## src/hw/mand_pkg.sv

```systemverilog
package mand_pkg;

  // Q4.28 signed fixed point
  typedef logic signed [31:0] fix_t;
  typedef logic [15:0] iter_t;
  typedef logic [15:0] pix_idx_t;
  typedef logic [7:0]  dim_t;     // grid width or height

  localparam int FRAC_BITS  = 28;
  localparam int UNIT_LAT   = 3;             // every mult / addsub
  localparam int PIPE_DEPTH = 5 * UNIT_LAT;  // full iteration plus magnitude
  localparam int FLIGHT_W   = $clog2(PIPE_DEPTH + 1);

  localparam fix_t FIX_MAX      = fix_t'(32'h7fff_ffff);
  localparam fix_t FIX_MIN      = fix_t'(32'h8000_0000);
  localparam fix_t ESCAPE_LIMIT = fix_t'(32'h4000_0000);  // 4.0

  typedef struct packed {
    fix_t re;
    fix_t im;
  } cplx_t;

  typedef struct packed {
    pix_idx_t idx;
    iter_t    iter;   // iteration being computed
  } point_meta_t;

  typedef struct packed {
    cplx_t       c;
    cplx_t       z;
    point_meta_t meta;
  } pipe_in_t;

  typedef struct packed {
    cplx_t       c;
    cplx_t       z_next;
    fix_t        mag;     // |z_next|^2
    point_meta_t meta;
  } pipe_out_t;

  typedef struct packed {
    fix_t x_start;
    fix_t y_start;
    fix_t x_step;
    fix_t y_step;
    dim_t width;
    dim_t height;
  } window_t;

  typedef enum logic [1:0] {
    IDLE,
    RUN,
    DRAIN
  } ctrl_state_t;

  // clamp a wide intermediate into the fix_t range
  function automatic fix_t sat_fix(input logic signed [63:0] v);
    if (v > 64'(FIX_MAX))
      return FIX_MAX;
    else if (v < 64'(FIX_MIN))
      return FIX_MIN;
    else
      return fix_t'(v);
  endfunction

endpackage

```

## src/hw/mand_coord_gen.sv

```systemverilog
`timescale 1ns/10ps

module mand_coord_gen (
  input  logic               clock,
  input  logic               rst_i,
  input  logic               load,
  input  mand_pkg::window_t  window,
  input  logic               take,
  output logic               has_point,
  output mand_pkg::cplx_t    point_c,
  output mand_pkg::pix_idx_t point_idx
);
  import mand_pkg::*;

  window_t  win_q;
  dim_t     col;
  dim_t     row;
  cplx_t    pos;

  // latched window and running coordinate
  always_ff @(posedge clock)
  begin
    if (load)
    begin
      win_q  <= window;
      pos.re <= window.x_start;
      pos.im <= window.y_start;
    end
    else if (take && has_point)
    begin
      if (col == win_q.width - 1'b1)
      begin
        pos.re <= win_q.x_start;  // back to row start
        pos.im <= sat_fix(64'(pos.im) + 64'(win_q.y_step));
      end
      else
        pos.re <= sat_fix(64'(pos.re) + 64'(win_q.x_step));
    end
  end

  always_ff @(posedge clock or posedge rst_i)
  begin
    if (rst_i)
    begin
      has_point <= 1'b0;
      col       <= '0;
      row       <= '0;
      point_idx <= '0;
    end
    else if (load)
    begin
      has_point <= (window.width != '0) && (window.height != '0);
      col       <= '0;
      row       <= '0;
      point_idx <= '0;
    end
    else if (take && has_point)
    begin
      point_idx <= point_idx + 1'b1;
      if (col == win_q.width - 1'b1)
      begin
        col <= '0;
        row <= row + 1'b1;
        if (row == win_q.height - 1'b1)
          has_point <= 1'b0;  // grid exhausted
      end
      else
        col <= col + 1'b1;
    end
  end

  assign point_c = pos;

endmodule

```

## config.mk

```make
export PLATFORM = sky130hd
export DESIGN_NAME = mand_coord_gen
export DESIGN_NICKNAME = d
export VERILOG_FILES = /design/src/hw/mand_pkg.sv /design/src/hw/mand_coord_gen.sv
export SDC_FILE = /design/constraint.sdc
export NUM_CORES = 1
export LEC_CHECK = 0
export BUFFER_PORTS_ARGS = -buffer_cell sky130_fd_sc_hd__buf_2
export CAP_MARGIN = 5
export CORE_UTILIZATION = 57
export DETAILED_ROUTE_END_ITERATION = 10
export HOLD_SLACK_MARGIN = 0.03
export PLACE_DENSITY = 0.84
export SLEW_MARGIN = 0
export SYNTH_ARGS = -nofsm -noshare
export SYNTH_HDL_FRONTEND = slang
export SYNTH_SLANG_ARGS = --single-unit
```

## constraint.sdc

```tcl
create_clock -name clock -period 5 [get_ports clock]
set_input_delay 0.75 -clock clock [delete_from_list [all_inputs] [get_ports clock]]
set_output_delay 0.75 -clock clock [all_outputs]
set_load 0.05 [all_outputs]
```

==> Word level (Yosys, flattened, before mapping) <==
Index checks and enable logic that the tools add are counted.
{ "word_totals": {"in_bits": 148, "output_inout_bits": 81, "reg_bits": 209, "wordCells": 53} }
{ "op_classes": {"eq_ne": 2, "addsub": 7, "n_lt_le_gt_ge": 4, "n_mux": 20, "n_reduce_logical": 9} }
{ "ops": {"columns": ["operator", "count"], "rows": [
  ["$mux 32", 6],
  ["$mux 64", 2],
  ["$add 32x32->33", 2],
  ["$gt 33x32->1 const B", 2],
  ["$lt 33x32->1 const B", 2],
  ["$mux 8", 6],
  ["$mux 16", 2],
  ["$add 16x1->16 const B", 1],
  ["$add 8x1->8 const B", 2],
  ["$eq 8x8->1", 2],
  ["$reduce_bool 8->1", 2],
  ["$sub 8x1->8 const B", 2],
  ["$reduce_bool 2->1", 3],
  ["$mux 1", 4],
  ["$reduce_and 3->1", 1],
  ["$logic_and 1x1->1", 2],
  ["$reduce_and 2->1", 1]
]} }

==> Logic depth before layout (Yosys ltp) <==
Gate-level depths: netlist of the first run.
{ "depth": {"ltp_word": 7, "mapped_depth": 13, "depth_no_buf": 11} }

==> Worst setup path after synthesis of the first run <==
No wires, ideal clock.
{ "synth_path": {"path_type": "flip-flop to flip-flop", "startpoint": "reg win_q[8] (netlist name)", "endpoint": "reg pos, in the netlist point_c[0], enable pin", "t_required_ns": 4.573, "path_stages_with_launch": 12, "period_less_slack_ns": 4.057, "setup_ns": 0.427, "n_path_buf": 3, "path_slack_ns": 0.943, "arrival_time_ns": 3.630, "path_cell_list": "edfxtp_1 -> inv_1 -> ha_1 -> xor2_1 -> o211ai_1 -> a211o_1 -> a211o_1 -> or2_1 -> buf_4 -> buf_6 -> buf_2 -> o21ai_1"} }
{ "synth_via": {"elab_chain_len": 4} }
{ "synth_rtl": {"columns": ["item", "line_no", "text"], "rows": [
  ["from (decl)", "mand_coord_gen.sv:15", "window_t win_q;"],
  ["from (signal assigned)", "mand_coord_gen.sv:25", "win_q <= window;"],
  ["$sub 8x1->8", "mand_coord_gen.sv:31", "if (col == win_q.width - 1'b1)"],
  ["$eq 8x8->1", "mand_coord_gen.sv:31", null],
  ["$reduce_bool 2->1 (no source line)", null, null],
  ["$reduce_and 2->1 (no source line)", null, null],
  ["to (decl)", "mand_coord_gen.sv:18", "cplx_t pos;"]
]} }
Every way passes these cells.
A chain may end at the register's enable or synchronous reset.

==> Worst setup path after layout of the first run <==
{ "layout_path": {"startpoint": "reg pos, in the netlist point_c[1]", "endpoint": "reg pos, in the netlist point_c[29], data pin"} }
{ "layout_via": {"elab_chain_len": 7, "word_cells_on_any_way": 8, "classes_between": "add/sub (1); order compare (2); mux (5)"} }
{ "layout_rtl": {"columns": ["item", "line_no", "text"], "rows": [
  ["$add 32x32->33 *", "mand_coord_gen.sv:34", "pos.im <= sat_fix(64'(pos.im) + 64'(win_q.y_step));"],
  ["$lt 33x32->1", "mand_pkg.sv:60", "else if (v < 64'(FIX_MIN))"],
  ["$mux 32", "mand_pkg.sv:60", null],
  ["$mux 32 *", "mand_pkg.sv:58", "if (v > 64'(FIX_MAX))"],
  ["$mux 32 *", "mand_coord_gen.sv:31", null],
  ["$mux 64 *", "mand_coord_gen.sv:29", "else if (take && has_point)"],
  ["$mux 64 *", "mand_coord_gen.sv:23", "if (load)"]
]} }
Mark *: on every way between the ends. The rest lies on a longest branch, timed or not. The select of a mux whose other input is x is not followed.

==> run metrics, run 1 <==
Mapped Area around 13000 um^2; total grt overflow 0; commonest non-fill, non-tap cell in the layout buf_2; DRT antenna net count 0; Setup crit end kind flip-flop; Reg clk slew, reported paths 0.06 ns; syn_area_per_cell between 10 and 15 um^2; Post-CTS Setup Bufs 0; Synth top area share around two fifths; initial drt markers between 700 and 800; clk buf depth 3; final setup fails 0; Hold Crit Class input port to asynchronous set/reset pin; CTS Buf Count 24; num rows 54; Place WS roughly 1.1 ns; Die Ht ~150 um; Hold Slack ~0.29 ns; RSZ-0062 raised after global routing no; sequential fraction of the synthesis area roughly 48%; PwrDens about 480 nW/um^2; Final min period just under 4 ns; Pre-Repair DR Iteration Count 5; Setup Skew about 0.021 ns; most frequent cells in the layout buf_2, edfxtp_1, nor2_1; routability cong. 0.970; CP max FO 16; maxcap violations 0; H-tree levels 1; I/O Buffers ~230; vias in the first global route around 10k; Chip Width between 150 and 200 um; Fmax roughly 260 MHz; slew margin rel. between 15 and 20%; Async SR Flop Fraction ~16%; Gate Count Post-Synth around 1.2k; Post-CTS Hold Buffers 0; CTS Sinks about 210; cts repair resizes 0; count of nets after finishing 1622; Final TNS setup 0 ns; Setup crit start point_c[1]; Worst Path Class, Setup flip-flop to flip-flop; Syn Nets 1408; global-route wire length before repair about 50 mm; DRC viols 0; largest net degree at the start of global routing between 90 and 100; WL/cell between 15 and 20 um; CTS tree built; final slew viol count 0; layout cells sized above 1 between 20% and 30%; DRT Wirelength approximately 32 mm; Vias approximately 11k; yosys warns 0; Post-synth EDFFs between 150 and 200; I/O Pins ~230; Clock Latency Late Sink ~0.54 ns; DP Wirelength 22.5 mm; period utilization around 78%; CP Data Arrival Time 4.17 ns; Die ar. 22900 um^2; Static Leak ~6.1 nW; reg-to-reg startpoint point_c[1]; Fillers between 1.5k and 2k; Worst Setup Start Kind flip-flop; ranking of synthesized cells by area edfxtp_1, ha_1, dfrtp_1, a21oi_1, xnor2_1; Util after Layout 68.2%; VDD IR max 458 uV; Initial Util roughly three fifths; prevailing post-synth register cell edfxtp_1; core area around 22000 um^2; area leader, netlist edfxtp_1; register bit total from synthesis 209; Root Driver clkbuf_16; Worst-Margin Slew between 1 and 1.5 ns; area delta synth->final 17.0%; GRT Total Usage 27.7%; vias per cell 6.26; initial antenna violation count 4; run status finished, final reports clean; final hold violation count 0; Critical Path RT 5.27 ns; PnR worst setup slack between 1 and 1.5 ns; Cell variety after synth 93
[path summary, 6_finish.rpt]
path                       slack, ns  depth (start not counted)            end
setup / recovery                1.10                         10    point_c[29]
hold / removal                  0.29                          3  point_idx[10]
setup reg to reg                1.10                         10    point_c[29]
hold reg to reg                 0.56                          2  point_idx[15]
max in group asynchronous       4.41                          3   point_idx[1]
min in group clock              0.38                          1      win_q[55]
[kinds of logic (layout without fill, tap and decap cells)]
kind of cell	Yosys count	in the layout	share of synthesized area [%]
AND/OR/NAND/NOR	402	402	16.7
AO/OA/AOI/OAI	333	333	19.0
flip-flops	209	209	48.1
XOR/XNOR	83	83	5.72
buffers and inverters	83	314	2.80
adder cells (fa/ha/maj)	71	71	7.10
multiplexers	8	8	0.640
other	0	3	0
[state kept, by name, indices dropped and copies added (netlist names)]
signal     cells
row            8
point_c       64
win_q        112
col            8
point_idx     16
has_point      1
[cells in the mapped netlist, types with 4 or more instances]
| master | instances |
|---|---|
| a211oi_1 | 10 |
| a21oi_1 | 86 |
| and3_1 | 14 |
| dfrtp_1 | 33 |
| xnor2_1 | 46 |
| nor4_1 | 7 |
| and2_1 | 7 |
| mux2i_1 | 7 |
| nand2b_1 | 19 |
| or3_1 | 12 |
| o21bai_1 | 5 |
| nor3_1 | 26 |
| inv_1 | 35 |
| a211o_1 | 10 |
| nand4_1 | 19 |
| o21ai_1 | 8 |
| nor3b_1 | 6 |
| ha_1 | 69 |
| xor2_1 | 37 |
| nand3_1 | 42 |
| a21o_1 | 22 |
| o21ai_0 | 49 |
| o31ai_1 | 8 |
| clkbuf_1 | 28 |
| a2bb2oi_1 | 28 |
| or4_1 | 18 |
| o311ai_1 | 19 |
| nor2_1 | 100 |
| o22ai_1 | 8 |
| edfxtp_1 | 176 |
| a221oi_2 | 7 |
| buf_2 | 15 |
| o211ai_1 | 13 |
| nor2b_1 | 7 |
| or2_2 | 6 |
| a21oi_2 | 4 |
| o21a_1 | 4 |
| nand2_1 | 86 |
| nand3b_1 | 10 |
| a31oi_1 | 7 |
[report_power, final]
group | internal [mW] | switching (mW)
clock network | 1.03 | 0.721
logic | 1.08 | 1.97
registers | 2.19 | 0.135
[per-layer routing]
metal | vias up | share of wire [%] | global-route usage [%]
met5 | - | 0.041 | 0
met4 | 2 | 3.3 | 10.2
met3 | 78 | 9.4 | 5.21
met2 | 537 | 45 | 43.9
met1 | 5050 | 42 | 37.8
li1 | 4993 | - | -
[stage by stage]
step	instances	area, um^2	power (mW)
after floorplan	1189	12700	4.64
after global placement	1657	14100	5.27
after detailed placement	1657	14100	5.34
after CTS	1700	14900	7.10
after global routing	1702	14900	7.48
final	1703	14900	7.12
[layout make-up]
cell class	count	area (um^2)	share of cell area, %
tap	280	350	2.35
multi-input combinational	897	6280	42.2
clock buffer	33	696	4.67
inverter	35	131	0.883
sequential	209	6110	41.1
timing repair buffer	236	1210	8.13
clock inverter	10	100	0.673
antenna	3	7.51	0.0504
[worst max-delay path, stage by stage (launching register included)]
cell       delay, ns
edfxtp_1        0.42
ha_1            0.33
a211oi_1        0.33
o211ai_1        0.20
a21oi_1         0.37
a2111oi_2       0.16
o31ai_2         0.45
nor3_1          0.13
a311oi_4        0.76
buf_4           0.36
o22ai_1         0.11
Note: power is estimated with default switching activity, not from simulation.
==> run 2, diff against run 1 <==
--- a/config.mk
+++ b/config.mk
@@ -7,10 +7,10 @@
 export LEC_CHECK = 0
 export BUFFER_PORTS_ARGS = -buffer_cell sky130_fd_sc_hd__buf_2
 export CAP_MARGIN = 5
-export CORE_UTILIZATION = 57
+export CORE_UTILIZATION = 51
 export DETAILED_ROUTE_END_ITERATION = 10
 export HOLD_SLACK_MARGIN = 0.03
-export PLACE_DENSITY = 0.84
+export PLACE_DENSITY = 0.8
 export SLEW_MARGIN = 0
 export SYNTH_ARGS = -nofsm -noshare
 export SYNTH_HDL_FRONTEND = slang
==> constraint.sdc (replaced) <==
create_clock -name clock -period 3.34 [get_ports clock]
set_input_delay 0.501 -clock clock [delete_from_list [all_inputs] [get_ports clock]]
set_output_delay 0.501 -clock clock [all_outputs]
set_load 0.05 [all_outputs]
==> run 2 against run 1 <==
Net effect:
- clock power is 50% higher
- count of clock-buffer cells in the layout shrank 1
- global-route usage fell by 2.6 points
- clock skew is 0.0023 ns lower
- critical path type unchanged
- critical endpoint is now point_c[24]
- largest power group unchanged
- highest routed layer is now met4
==> run metrics, run 2 (same netlist as run 1, synthesis figures left out) <==
run status finished, final reports clean; CTS tree built; clk buf depth 3; largest net degree at the start of global routing 127; routability cong. 0.963; Largest Register win_q; H-tree levels 1; Static Leak between 6 and 7 nW; max reg flops between 100 and 150; layout cells sized above 1 about a quarter; final slew viol count 0; CP max FO 10; VDD IR max around 500 uV; maxcap violations 0; DP Wirelength approximately 23 mm; total grt overflow 0; CP bufs+invs 1; commonest non-fill, non-tap cell in the layout buf_2; I/O Buffers 228; vias in the first global route roughly 10k; Root Driver clkbuf_16; Final TNS setup 0 ns; count of nets after finishing about 1.6k; Die ar. about 26000 um^2; final setup fails 0; Reg clk slew, reported paths ~0.070 ns; RSZ-0062 raised after global routing no; initial drt markers just over 900; slew margin rel. around half; Hold Crit Class input port to asynchronous set/reset pin; most frequent cells in the layout buf_2, edfxtp_1, nor2_1; R2R cell count 10; Place WS a little over 0.03 ns; final hold violation count 0; Chip Width roughly 160 um; Worst-Margin Slew around 0.73 ns; Worst Setup Start Kind flip-flop; WL/cell 18.4 um; Critical Path RT between 3 and 4 ns; Clock Latency Late Sink 0.53 ns; PwrDens between 700 and 800 nW/um^2; Die Ht roughly 160 um; I/O Pins about 230; CP Data Arrival Time 3.48 ns; DRT Wirelength 32.6 mm; Fmax between 300 and 400 MHz; Setup crit end kind flip-flop; Pre-Repair DR Iteration Count 8; initial antenna violation count 7; period utilization between 90% and 100%; Vias roughly 11k; Final min period about 3.2 ns; vias per cell between 6 and 7; Levels on crit path 10; Worst Path Class, Setup flip-flop to flip-flop; PnR worst setup slack 0.122 ns; crit path cell chain ha_1 > a21o_1 > a211o_1 > o21ai_2 > a2111oi_4 > o2111ai_2 > nand3b_1 > a311oi_4 > buf_4 > a2bb2oi_1; global-route wire length before repair ~52 mm; Setup Skew 0.0186 ns; CTS Sinks 209; DRT antenna net count 0; core area approximately 24000 um^2; DRC viols 0; critical path's top delay family compound AO/OA/AOI/OAI gates; crit path max-delay cell type edfxtp_1; area delta synth->final 19.5%; GRT Total Usage about a quarter; CP max stage delay around 0.40 ns; Initial Util 52.1%; CTS Buf Count 24; Post-CTS Hold Buffers 0; num rows 57
-- run 2: metrics by stage --
stage	std cells	hold WS [ns]	instance area (um^2)	power (mW)	utilization, %
2_1_floorplan	1189	0.507	12700	6.95	-
3_5_place_dp	1715	0.531	14300	8.06	58.7
5_1_grt	1767	0.110	15200	11.3	62.3
3_3_place_gp	1715	0.522	14300	7.97	58.7
6_report	1768	0.0578	15200	10.8	62.3
4_1_cts	1759	0.0553	15100	10.7	61.9
-- run 2: area by class of cell --
type,count,area (um^2)
clock buffer,32,672
inverter,35,131
antenna,7,17.5
sequential,209,6110
timing repair buffer,252,1410
tap,324,405
fill,2019,9200
multi-input combinational,897,6330
clock inverter,12,116
-- run 2: worst register-to-register path, delay by kind of cell, from the launching register on --
| family | cells | cell delay [ns] |
|---|---|---|
| AO/OA/AOI/OAI | 7 | 1.74 |
| adder cells (fa/ha/maj) | 1 | 0.39 |
| buffers and inverters | 1 | 0.25 |
| flip-flops | 1 | 0.40 |
| AND/OR/NAND/NOR | 1 | 0.17 |
-- run 2: where the power goes --
part,switching (mW),internal (mW),total (mW),leakage [nW]
Combinational,2.97,1.70,4.68,3.64
Clock,1.06,1.57,2.63,0.388
Sequential,0.194,3.27,3.46,2.18
-- run 2: layer usage --
metal,track usage (%),wire length [um],vias up
met1,34.4,14100,5098
met3,3.74,2280,73
met5,0,0,-
met2,40.1,15100,445
li1,-,-,5043
met4,10.1,1120,0
-- run 2: path summary, 6_finish.rpt --
| check | slack, ns | startpoint | end |
|---|---|---|---|
| min in group clock | 0.14 | window[74] | win_q[74] |
| setup / recovery | 0.12 | point_c[5] | point_c[24] |
| hold / removal | 0.06 | rst_i | row[4] |
| max in group asynchronous | 2.97 | rst_i | col[2] |
| hold reg to reg | 0.54 | point_idx[15] | point_idx[15] |
| setup reg to reg | 0.12 | point_c[5] | point_c[24] |
-- run 2: repair_timing --
action / 4_1_cts / 5_1_grt
buffers inserted: 0 / 2
setup endpoints to repair: 1 / 51
resized for setup: 1 / 12
pin swaps: 0 / 4
