File: src/hw/mand_pkg.sv
package mand_pkg;

  // Q4.28 signed fixed point
  typedef logic signed [31:0] fix_t;
  typedef logic [15:0] iter_t;
  typedef logic [15:0] pix_idx_t;
  typedef logic [7:0]  dim_t;     // grid width or height

  localparam int FRAC_BITS  = 28;
  localparam int UNIT_LAT   = 3;             // every mult / addsub
  localparam int PIPE_DEPTH = 5 * UNIT_LAT;  // full iteration plus magnitude
  localparam int FLIGHT_W   = $clog2(PIPE_DEPTH + 1);

  localparam fix_t FIX_MAX      = fix_t'(32'h7fff_ffff);
  localparam fix_t FIX_MIN      = fix_t'(32'h8000_0000);
  localparam fix_t ESCAPE_LIMIT = fix_t'(32'h4000_0000);  // 4.0

  typedef struct packed {
    fix_t re;
    fix_t im;
  } cplx_t;

  typedef struct packed {
    pix_idx_t idx;
    iter_t    iter;   // iteration being computed
  } point_meta_t;

  typedef struct packed {
    cplx_t       c;
    cplx_t       z;
    point_meta_t meta;
  } pipe_in_t;

  typedef struct packed {
    cplx_t       c;
    cplx_t       z_next;
    fix_t        mag;     // |z_next|^2
    point_meta_t meta;
  } pipe_out_t;

  typedef struct packed {
    fix_t x_start;
    fix_t y_start;
    fix_t x_step;
    fix_t y_step;
    dim_t width;
    dim_t height;
  } window_t;

  typedef enum logic [1:0] {
    IDLE,
    RUN,
    DRAIN
  } ctrl_state_t;

  // clamp a wide intermediate into the fix_t range
  function automatic fix_t sat_fix(input logic signed [63:0] v);
    if (v > 64'(FIX_MAX))
      return FIX_MAX;
    else if (v < 64'(FIX_MIN))
      return FIX_MIN;
    else
      return fix_t'(v);
  endfunction

endpackage

File: src/hw/mand_control.sv
`timescale 1ns/10ps

module mand_control (
  input  logic                clock,
  input  logic                rst_i,
  input  logic                start,
  input  mand_pkg::iter_t     max_iter,
  input  logic                has_point,
  input  mand_pkg::cplx_t     point_c,
  input  mand_pkg::pix_idx_t  point_idx,
  output logic                load,
  output logic                take,
  output logic                in_valid,
  output mand_pkg::pipe_in_t  in_data,
  input  logic                out_valid,
  input  mand_pkg::pipe_out_t out_data,
  output logic                pixel_valid,
  output mand_pkg::pix_idx_t  pixel_idx,
  output mand_pkg::iter_t     pixel_count,
  output logic                busy,
  output logic                done
);
  import mand_pkg::*;

  ctrl_state_t         state;
  iter_t               max_iter_q;
  logic [FLIGHT_W-1:0] in_flight;
  logic [FLIGHT_W-1:0] in_flight_nxt;
  logic                retire;
  logic                recirc;
  logic                inject_new;

  assign retire = out_valid &&
                  ((out_data.mag > ESCAPE_LIMIT) || (out_data.meta.iter >= max_iter_q));
  assign recirc = out_valid && !retire;

  // recirculation owns the pipe input slot
  assign inject_new = (state == RUN) && has_point && !recirc;
  assign take       = inject_new;
  assign load       = start && !busy;
  assign in_valid   = recirc || inject_new;

  assign in_flight_nxt = in_flight + FLIGHT_W'(inject_new) - FLIGHT_W'(retire);

  always_comb
  begin
    if (recirc)
    begin
      in_data.c         = out_data.c;
      in_data.z         = out_data.z_next;
      in_data.meta.idx  = out_data.meta.idx;
      in_data.meta.iter = out_data.meta.iter + 1'b1;
    end
    else
    begin
      in_data.c         = point_c;
      in_data.z         = '0;   // fresh point starts at the origin
      in_data.meta.idx  = point_idx;
      in_data.meta.iter = iter_t'(1);
    end
  end

  always_ff @(posedge clock or posedge rst_i)
  begin
    if (rst_i)
    begin
      state       <= IDLE;
      max_iter_q  <= '0;
      in_flight   <= '0;
      pixel_valid <= 1'b0;
      busy        <= 1'b0;
      done        <= 1'b0;
    end
    else
    begin
      pixel_valid <= retire;
      in_flight   <= in_flight_nxt;
      done        <= 1'b0;
      case (state)
        IDLE:
        begin
          busy <= 1'b0;   // falls the cycle after done
          if (load)
          begin
            state      <= RUN;
            busy       <= 1'b1;
            max_iter_q <= max_iter;
          end
        end
        RUN:
        begin
          if (!has_point)
            state <= DRAIN;
        end
        DRAIN:
        begin
          if (in_flight_nxt == '0)
          begin
            state <= IDLE;
            done  <= 1'b1;
          end
        end
        default: state <= IDLE;
      endcase
    end
  end

  always_ff @(posedge clock)
  begin
    if (retire)
    begin
      pixel_idx   <= out_data.meta.idx;
      pixel_count <= out_data.meta.iter;
    end
  end

endmodule

File: config.mk
export PLATFORM = sky130hd
export DESIGN_NAME = mand_control
export DESIGN_NICKNAME = d
export VERILOG_FILES = /design/src/hw/mand_pkg.sv /design/src/hw/mand_control.sv
export SDC_FILE = /design/constraint.sdc
export NUM_CORES = 1
export LEC_CHECK = 0
export BUFFER_PORTS_ARGS = -buffer_cell sky130_fd_sc_hd__buf_4
export CAP_MARGIN = 20
export CORE_AREA = 5 5 190 192
export CTS_BUF_LIST = sky130_fd_sc_hd__clkbuf_16
export DETAILED_ROUTE_END_ITERATION = 8
export DIE_AREA = 0 0 195 197
export GPL_TIMING_DRIVEN = 0
export SYNTH_ARGS = -nofsm -noshare
export SYNTH_HDL_FRONTEND = slang
export SYNTH_SLANG_ARGS = --single-unit
export TNS_END_PERCENT = 100
File: constraint.sdc
create_clock -name clock -period 6.97 [get_ports clock]
set_input_delay 1.0455 -clock clock [delete_from_list [all_inputs] [get_ports clock]]
set_output_delay 1.0455 -clock clock [all_outputs]
set_load 0.02 [all_outputs]
; ---- Word-level counts from Yosys, hierarchy flattened
; Cells that the tools add are included.
; Widths: inputs -> output; s select.
[op_classes]
mux = 8
n_addsub = 3
order_cmp = 2
n_eq_ne = 5
reduce_logical = 14
[op_table]
columns = operator, count
row1 = $mux 160, 1
row2 = $gt 32x32->1 const B, 1
row3 = $add 16x1->16 const B, 1
row4 = $ge 16x16->1, 1
row5 = $mux 2, 3
row6 = $ne 2x2->1 const B, 3
row7 = $pmux 2 s3, 1
row8 = $logic_and 1x1->1, 5
row9 = $add 4x1->4, 1
row10 = $logic_not 4->1, 1
row11 = $sub 4x1->4, 1
row12 = $logic_not 1->1, 3
row13 = $mux 1, 3
row14 = $reduce_and 3->1, 1
row15 = $eq 2x1->1 const B, 1
row16 = $eq 2x2->1 const B, 1
row17 = $logic_not 2->1, 1
row18 = $logic_or 1x1->1, 2
row19 = $reduce_and 2->1, 1
[totals]
wordCells = 40
regBits = 57

; ---- Longest topological paths before layout
; Gate-level depths: netlist of run 1.
[logic_depth]
word_depth = 12
depth_mapped = 14
mapped_depth_nobuf = 14

; ---- Least setup slack after synthesis of run 1
; OpenSTA, ideal clock, no wires.
[synth_timing]
kind = input-to-reg
start = in out_data[11] (netlist bit)
end = reg state[1]
arrival_ps = 5562
n_path_buf = 0
setup_slack_ps = 1287
setup_ps = 121
cell_stages = 11
path_cell_list = ha_1 nand4_1 a311oi_1 inv_1 a41oi_1 ha_1 inv_1 ha_1 fa_1 or4_1 a22o_1
[synth_between]
elab_chain_len = 12
[synth_rtl]
columns = item, line_no
row1 = start: declaration, mand_control.sv:16  ; input mand_pkg::pipe_out_t out_data,
row2 = $ge 16x16->1 *, mand_control.sv:34  ; ((out_data.mag > ESCAPE_LIMIT) || (out_data.meta.iter >= max_iter_q));
row3 = $logic_or 1x1->1 *, mand_control.sv:34
row4 = $logic_and 1x1->1 *, mand_control.sv:33  ; assign retire = out_valid &&
row5 = named net retire, mand_control.sv:29  ; logic retire;
row6 = $logic_not 1->1, mand_control.sv:35  ; assign recirc = out_valid && !retire;
row7 = $logic_and 1x1->1, mand_control.sv:35
row8 = $logic_not 1->1, mand_control.sv:38  ; assign inject_new = (state == RUN) && has_point && !recirc;
row9 = $logic_and 1x1->1, mand_control.sv:38
row10 = $add 4x1->4, mand_control.sv:43  ; assign in_flight_nxt = in_flight + FLIGHT_W'(inject_new) - FLIGHT_W'(retire);
row11 = $sub 4x1->4 *, mand_control.sv:43
row12 = named net in_flight_nxt[1], mand_control.sv:28  ; logic [FLIGHT_W-1:0] in_flight_nxt;
row13 = $logic_not 4->1 *, mand_control.sv:97  ; if (in_flight_nxt == '0)
row14 = $ne 2x2->1 (no source line) *, --
row15 = $reduce_and 3->1 (no source line) *, --
row16 = end signal: assignment, mand_control.sv:93  ; state <= DRAIN;
row17 = end signal: assignment, mand_control.sv:99  ; state <= IDLE;
row18 = end signal: assignment, mand_control.sv:103  ; default: state <= IDLE;
row19 = end: declaration, mand_control.sv:25  ; ctrl_state_t state;
; The timed path passes the listed nets; every way through them passes the cells marked *.
; A chain may end at the register's enable or synchronous reset.

==> results of run 1 <==
==> cell usage in the layout (no fill, tap or decap), types with 21 or more instances in the layout <==
| cell | netlist | routed |
|---|---|---|
| buf_4 | 1 | 491 |
| and2_1 | 66 | 66 |
| mux2_2 | 47 | 47 |
| mux2_4 | 34 | 34 |
| edfxtp_1 | 32 | 32 |
| inv_1 | 26 | 26 |
| dfrtp_1 | 25 | 25 |
| nand2_1 | 22 | 22 |
| nor2_1 | 21 | 21 |
| ha_1 | 21 | 21 |
==> sequential cells by signal (all words and copies together) (netlist names) <==
signal and flops:
pixel_valid 1, state 2, pixel_idx 16, done 1, busy 1, max_iter_q 16, in_flight 4, pixel_count 16
==> path summary, 6_finish.rpt <==
| check | start | endpoint | slack (ps) | depth (start not counted) |
|---|---|---|---|---|
| max | out_data[1] | in_data[8] | 2110 | 11 |
| min | max_iter_q[3] | max_iter_q[3] | 550 | 2 |
| max reg2reg | max_iter_q[15] | state[1] | 2710 | 12 |
| min reg2reg | max_iter_q[3] | max_iter_q[3] | 550 | 2 |
| max in group asynchronous | rst_i | in_flight[0] | 5980 | 3 |
| min in group asynchronous | rst_i | pixel_valid | 620 | 2 |
==> stage by stage <==
step	total power, mW	cells	hold slack (ps)	cell area, um^2	worst slack (ps)
finish	2.448	1378	546.6	8952	2113
global route	2.618	1377	592.1	8950	1911
CTS	2.498	1371	551.4	8910	2023
detailed placement	1.980	1355	533.1	8600	1762
global placement	1.950	1354	521.8	8553	-1175
floorplan	1.331	409	484.9	4305	1287
==> kinds of logic (layout without fill, tap and decap cells) <==
group / count (synthesis) / in the layout
AOI/OAI and AO/OA: 36 / 36
and+or+nand+nor: 149 / 149
other: 0 / 6
xor gates and xnor gates: 17 / 17
DFF: 57 / 57
muxes: 81 / 81
buffers and inverters: 47 / 555
adders and majority gates: 22 / 22
==> report_power, final <==
group | total [mW] | internal [mW] | switching, mW
sequential | 0.511 | 0.473 | 0.0378
combinational | 1.45 | 0.675 | 0.771
clock | 0.492 | 0.285 | 0.207
total | 2.45 | 1.43 | 1.02
==> critical path, stage by stage <==
cell     delay (ps)
buf_4           140
ha_1            300
nor2b_1         130
o211a_1         210
o31ai_2         430
nand4_1         460
buf_4           360
buf_6           180
buf_2           200
nor2_1          160
buf_4           170
==> metal layers <==
layer	GRT usage [%]	routed length, um
met1	15.82	10930
met3	4.684	2354
met5	0	78
met2	20.20	12580
met4	3.982	471
==> layout make-up <==
cell class / instances / area, um^2
tap: 455 / 569.3
antenna: 6 / 15.01
buffer: 21 / 120.1
inverter: 26 / 97.59
sequential: 57 / 1587
clock inverter: 7 / 85.08
clock buffer: 9 / 225.2
multi-input combinational: 305 / 2520
fill: 3666 / 25250
timing repair buffer: 492 / 3734
==> results.md, run 1 <==
- Status: finished, final reports clean
- Std cell rows: 68
- Post-synthesis mux area share: 24.15%
- PwrDens: 273.5 nW/um^2
- PortBufs: 490
- Share of layout cells above drive strength 1: 65.65%
- Hold Vio Cnt, Final: 0
- Starting Density: 12.59%
- Top cell type by total area after synthesis: edfxtp_1
- Fraction of registers with async set/reset: 43.86%
- Fmax: 0.2059 GHz
- Slew margin rel.: 31.94%
- CTS H-tree lvls: 3
- Syn-to-layout area delta: 107.9%
- Adder-cell area share of the yosys netlist: 6.568%
- CTS max path bufs: 2
- Detailed Routing Iterations Pass 1: 4
- Critical Path RT: 5920 ps
- Max-cap violations: 0
- First-pass GRT wire length: 35.97 mm
- Cts repair resizes: 0
- Setup tns final: 0 ps
- Most used DFF post-synth: edfxtp_1
- Avg Cell Area, Syn: 10.53 um^2
- Register clock-pin slew on the reported worst setup and hold paths: 70 ps
- Cts bufs inserted: 9
- DP Wirelength: 23.12 mm
- Die Y: 197 um
- Critical path fanouts, max: 10
- Die footprint: 38420 um^2
- Number of flops mapped to enable cells by yosys: 32
- Pins Over Slew Limit: 0
- Io pins: 491
- Clk sinks: 57
- Final nets: 1227
- Post-Syn Nets: 724
- Post-Syn Area: 4305 um^2
- Routed WL per cell: 19.17 um
- Yosys cell types: 35
- # DRC: 0
- Worst Hold Class: flip-flop to flip-flop
- Setup violators final: 0
- Crit. End Element: output pin
- Peak supply drop: 0.0001143 V
- Cts hold-fix bufs: 0
- Post-Route WL: 26.41 mm
- Setup Crit Path Kind: primary input to output pin
- Simple-Gate Fraction of Synth Area: 19.09%
- Vias: 5129
- Yosys reg bits: 57
- Post-CTS setup buffer count: 0
- Layout Utilization: 26.17%
- Via density: 3.722
- Ys Warns: 0
- Vias in the first global route: 5376
- Root buf cell: clkbuf_16
- Largest net degree at the start of global routing: 26
- Worst EP arrival: 3810 ps
- Minimum clock period: 4857 ps
- Share of the synthesized area in the top cell type: 22.32%
- Syn Inst Count: 409
- Startpoint Class: primary input
- Most frequent cell after synthesis: and2_1
- Fin crit share: 69.69%
- Layout Skew: 10.70 ps
- Post-synthesis compound-gate area fraction: 4.824%
- RSZ-0062 raised after global routing: false
- Initial antenna violation count: 14
- Worst-margin pin slew: 1018 ps
- Starting DRT DRC Count: 130
- Largest family of logic cells by synthesized area: multiplexers
- Worst skew pair latency: 340 ps
- Core region area: 34200 um^2
- GPL Wtd Cong: 0.9366
- Gr usage total: 12.60%
- DIE WIDTH: 195 um
- LEAKAGE: 4.451 nW
- TritonCTS clock tree: done
- Final ANT Viol Nets: 0
- Top cells by count, synth: 66 x and2_1, 47 x mux2_2, 34 x mux2_4
- Total gr overflow: 0
- Seq/Total Area, Yosys: 36.85%
- Main area contributors after synthesis: edfxtp_1 22%, dfrtp_1 15%, mux2_2 12%
- Post-synthesis xor/xnor area fraction: 3.458%
Power figures use the tool's default switching activity.
==> inputs of run 2 (changes only) <==
==> constraint.sdc (replaced) <==
create_clock -name clock -period 4.8 [get_ports clock]
set_input_delay 0.72 -clock clock [delete_from_list [all_inputs] [get_ports clock]]
set_output_delay 0.72 -clock clock [all_outputs]
set_load 0.02 [all_outputs]
==> results.md, run 2 (synthesis results as in run 1) <==
- Register clock-pin slew on the reported worst setup and hold paths: 60 ps
- PortBufs: 490
- Clk sinks: 57
- RSZ-0062 raised after global routing: false
- First-pass GRT wire length: 34.85 mm
- Worst Hold Class: primary input to asynchronous set/reset pin
- Initial antenna violation count: 8
- Hold Vio Cnt, Final: 0
- Place WS: -205.5 ps
- Worst Setup Slack, final: 354.0 ps
- CTS max path bufs: 2
- Largest net degree at the start of global routing: 26
- Leading cell types in the layout, fill and taps excluded: 491 x buf_4, 66 x and2_1, 47 x mux2_2, 34 x mux2_4, 32 x edfxtp_1
- Multi-input gate area: 2520 um^2
- Routed WL per cell: 18.51 um
- CTS H-tree lvls: 3
- Critical path fanouts, max: 13
- Max-cap violations: 0
- RR Endpoint: state[1]
- TritonCTS clock tree: done
- DIE WIDTH: 195 um
- Post-CTS setup buffer count: 0
- Io pins: 491
- GPL Wtd Cong: 0.9142
- Critical Path RT: 5020 ps
- Vias in the first global route: 5448
- R2R Setup Slk: 500 ps
- Fillers: 3660
- Setup Crit Path Kind: primary input to flip-flop
- Starting DRT DRC Count: 129
- Fmax: 0.2249 GHz
- Regs by FF count: max_iter_q: 16 flops, pixel_count: 16 flops, pixel_idx: 16 flops
- Cts repair resizes: 0
- Vias: 5131
- Detailed Routing Iterations Pass 1: 4
- Share of layout cells above drive strength 1: 65.43%
- Worst Setup EP: state[1]
- Fin crit share: 92.62%
- Gr usage total: 12.17%
- Critical path origin: out_data[13]
- Startpoint Class: primary input
- Depth of the most critical reg-to-reg path: 12
- Layout Skew: 13.79 ps
- Slew margin rel.: 41.91%
- Std cell rows: 68
- Total gr overflow: 0
- Post-Route WL: 25.43 mm
- Core region area: 34200 um^2
- Worst-margin pin slew: 868.6 ps
- Register area: 1587 um^2
- Syn-to-layout area delta: 107.2%
- DP Wirelength: 22.36 mm
- PwrDens: 390.6 nW/um^2
- Most common cell after layout, fill and taps aside: buf_4
- Root buf cell: clkbuf_16
- Setup violators final: 0
- # DRC: 0
- Cts bufs inserted: 9
- Worst EP arrival: 4670 ps
- Status: finished, final reports clean
- Final ANT Viol Nets: 0
- Final nets: 1227
- Worst skew pair latency: 340 ps
- Die footprint: 38420 um^2
- Peak supply drop: 0.0001505 V
- Minimum clock period: 4446 ps
- Die Y: 197 um
- Starting Density: 12.59%
- Crit. End Element: flip-flop
- Tot Pwr: 3.484 mW
- Via density: 3.734
- Reg-to-Reg Start: max_iter_q[13]
- Cts hold-fix bufs: 0
- LEAKAGE: 4.442 nW
- Pins Over Slew Limit: 0
[run 2: worst min-delay path by stage]
stage	from	to
finish	rst_i	pixel_valid
CTS	max_iter_q[0]	max_iter_q[0]
detailed placement	max_iter_q[0]	max_iter_q[0]
global route	rst_i	pixel_valid
floorplan	max_iter_q[0]	max_iter_q[0]
global placement	max_iter_q[0]	max_iter_q[0]
[run 2: where the power goes]
part	switching, mW	internal (mW)
clock	0.266	0.381
sequential	0.0530	0.687
combinational	1.12	0.979
[run 2: area by class of cell]
type                       count  share of cell area [%]
inverter                      26                   1.094
timing repair buffer         492                   41.86
clock buffer                  10                   2.805
multi-input combinational    305                   28.25
tap                          455                   6.382
clock inverter                 6                  0.4208
antenna                        2                 0.05611
sequential                    57                   17.79
buffer                        21                   1.347
[run 2: through the flow]
stage / TNS (ps) / utilization [%] / hold WS (ps) / cell area [um^2] / std cells
finish: 0 / 26.08 / 272.2 / 8920 / 1374
global route: 0 / 26.07 / 262.1 / 8917 / 1373
CTS: 0 / 25.98 / 521.6 / 8887 / 1371
detailed placement: -260.6 / 25.14 / 508.4 / 8600 / 1355
global placement: -4731 / 25.03 / 505.0 / 8561 / 1354
floorplan: 0 / - / 484.9 / 4313 / 409
[run 2: worst max-delay path, cell delays in order]
cell	delay, ps
buf_4	140
ha_1	300
nand4_1	180
a311oi_1	530
inv_1	160
a41oi_4	780
ha_1	370
inv_1	50
ha_1	180
fa_1	450
or4_1	560
a22o_1	230
[run 2: routing by layer]
layer | routed length [um] | track usage (%) | share of wire [%] | up-vias
met5 | 46 | 0 | 0.18 | -
met4 | 447 | 3.595 | 1.8 | 8
met3 | 2469 | 4.598 | 9.7 | 31
met2 | 12100 | 20.02 | 48 | 298
met1 | 10370 | 14.92 | 41 | 2355
li1 | - | - | - | 2439
==> inputs of run 3 (changes only) <==
--- a/config.mk
+++ b/config.mk
@@ -5,7 +5,7 @@
 export SDC_FILE = /design/constraint.sdc
 export NUM_CORES = 1
 export LEC_CHECK = 0
-export BUFFER_PORTS_ARGS = -buffer_cell sky130_fd_sc_hd__buf_4
+export BUFFER_PORTS_ARGS = -buffer_cell sky130_fd_sc_hd__clkbuf_2
 export CAP_MARGIN = 20
 export CORE_AREA = 5 5 190 192
 export CTS_BUF_LIST = sky130_fd_sc_hd__clkbuf_16
==> results.md, run 3 (synthesis results as in run 1) <==
- Status: finished, final reports clean
- Pins Over Slew Limit: 0
- Clk sinks: 57
- Most frequent CP cell: ha_1
- Final ANT Viol Nets: 0
- Slew margin rel.: 48.88%
- Max layer used: met5
- GPL Wtd Cong: 0.9647
- Crit-path slowest cell: a41oi_4
- Fillers: 3772
- Met3 routed WL: 2.593 mm
- Die footprint: 38420 um^2
- Core region area: 34200 um^2
- DP Wirelength: 21.39 mm
- Setup violators final: 0
- Syn-to-layout area delta: 78.38%
- Total gr overflow: 0
- Tot Pwr: 3.204 mW
- Fin crit share: 91.98%
- Fmax: 0.2265 GHz
- Gr usage total: 11.63%
- LEAKAGE: 4.110 nW
- Worst skew pair latency: 340 ps
- Layout Skew: 8.931 ps
- Final Cell Area: 7680 um^2
- Hold slack: 292.8 ps
- WL met1: 9.860 mm
- Std cell rows: 68
- Worst-margin pin slew: 764.3 ps
- Met2 WL post-DR: 11.04 mm
- Critical Path RT: 5030 ps
- Hold Vio Cnt, Final: 0
- Starting DRT DRC Count: 154
- CP peak stage delay: 700 ps
- Regs by FF count: max_iter_q: 16 flops, pixel_count: 16 flops, pixel_idx: 16 flops
- Depth of the most critical reg-to-reg path: 12
- Post-CTS setup buffer count: 0
- Cts repair resizes: 0
- Io pins: 491
- PwrDens: 417.2 nW/um^2
- Starting Density: 12.59%
- Crit. End Element: flip-flop
- Non-filler cells, final: 1374
- Minimum clock period: 4415 ps
- Worst Setup Slack, final: 384.9 ps
- Place WS: -248.6 ps
- Routed WL per cell: 17.51 um
- # DRC: 0
- First-pass GRT wire length: 33.41 mm
- Via density: 3.742
- Share of layout cells above drive strength 1: 65.32%
- Leading cell types in the layout, fill and taps excluded: 490 x clkbuf_2, 66 x and2_1, 47 x mux2_2, 34 x mux2_4, 32 x edfxtp_1
- Setup Crit Path Kind: primary input to flip-flop
- Peak supply drop: 0.0001879 V
- Cts hold-fix bufs: 0
- Most common cell after layout, fill and taps aside: clkbuf_2
- Post-Route WL: 24.05 mm
- Critical path cell sequence: clkbuf_2 -> ha_1 -> nand3_1 -> a311oi_1 -> inv_1 -> a41oi_4 -> ha_1 -> inv_1 -> ha_1 -> fa_1 -> or4_1 -> a22o_1
- CTS H-tree lvls: 3
- TritonCTS clock tree: done
- Final nets: 1227
- Vias: 5142
- Root buf cell: clkbuf_16
- Worst EP arrival: 4640 ps
- Largest net degree at the start of global routing: 26
- Initial antenna violation count: 10
- Vias in the first global route: 5305
- Startpoint Class: primary input
- PortBufs: 490
- DP Area: 7366 um^2
- Max-cap violations: 0
- Critical path fanouts, max: 12
- RSZ-0062 raised after global routing: false
- Detailed Routing Iterations Pass 1: 4
- Cts bufs inserted: 9
- CTS max path bufs: 2
- Register clock-pin slew on the reported worst setup and hold paths: 60 ps
- DIE WIDTH: 195 um
- Die Y: 197 um
- Placed cells: 1355
- Worst Hold Class: primary input to asynchronous set/reset pin
[run 3: cell count changes in the layout (fill, tap and decap cells not counted)]
cell      change
buf_4       -490
buf_16        -1
clkbuf_2    +490
inv_6         -1
inv_1         +1
buf_12        +1
inv_4         -1
clkinv_2      +1
[run 3: worst paths after layout]
path	startpoint	endpoint	slack (ps)
min	rst_i	pixel_valid	290
max reg2reg	max_iter_q[13]	state[1]	580
max	out_data[7]	state[1]	380
min reg2reg	max_iter_q[0]	max_iter_q[0]	530
max in group asynchronous	rst_i	state[0]	4120
min in group clock	max_iter_q[0]	max_iter_q[0]	530
[run 3: through the flow]
stage | setup TNS [ps] | utilization, %
3_5_place_dp | -361.5 | 21.54
4_1_cts | 0 | 22.36
5_1_grt | 0 | 22.44
2_1_floorplan | 0 | -
3_3_place_gp | -5394 | 21.44
6_report | 0 | 22.45
[run 3: worst max-delay path: cells and delay by family]
kind | cells | cell delay (ps)
compound gates | 3 | 1530
fa+ha+maj | 4 | 1350
buf+inv | 3 | 380
simple gates | 2 | 640
[run 3: final cells by class]
cell class	count	area, um^2	area share (%)
Antenna cell	2	5.005	0.06517
Buffer	21	120.1	1.564
Clock buffer	10	250.2	3.258
Clock inverter	6	31.28	0.4073
Inverter	26	97.59	1.271
Multi-Input combinational cell	305	2520	32.81
Sequential cell	57	1587	20.66
Tap cell	455	569.3	7.413
Timing Repair Buffer	492	2500	32.55
[run 3: routing by layer]
metal	GRT usage (%)	vias to the layer above
met5	0	-
met4	3.879	10
met3	4.906	31
met2	18.63	321
met1	14.17	2342
li1	-	2438
[run 3: where the power goes]
group | switching (mW) | leakage [nW] | total [mW] | internal [mW]
Clock | 0.249 | 0.144 | 0.625 | 0.376
Combinational | 1.10 | 3.35 | 1.84 | 0.739
Sequential | 0.0526 | 0.611 | 0.739 | 0.687
Total | 1.40 | 4.11 | 3.20 | 1.80
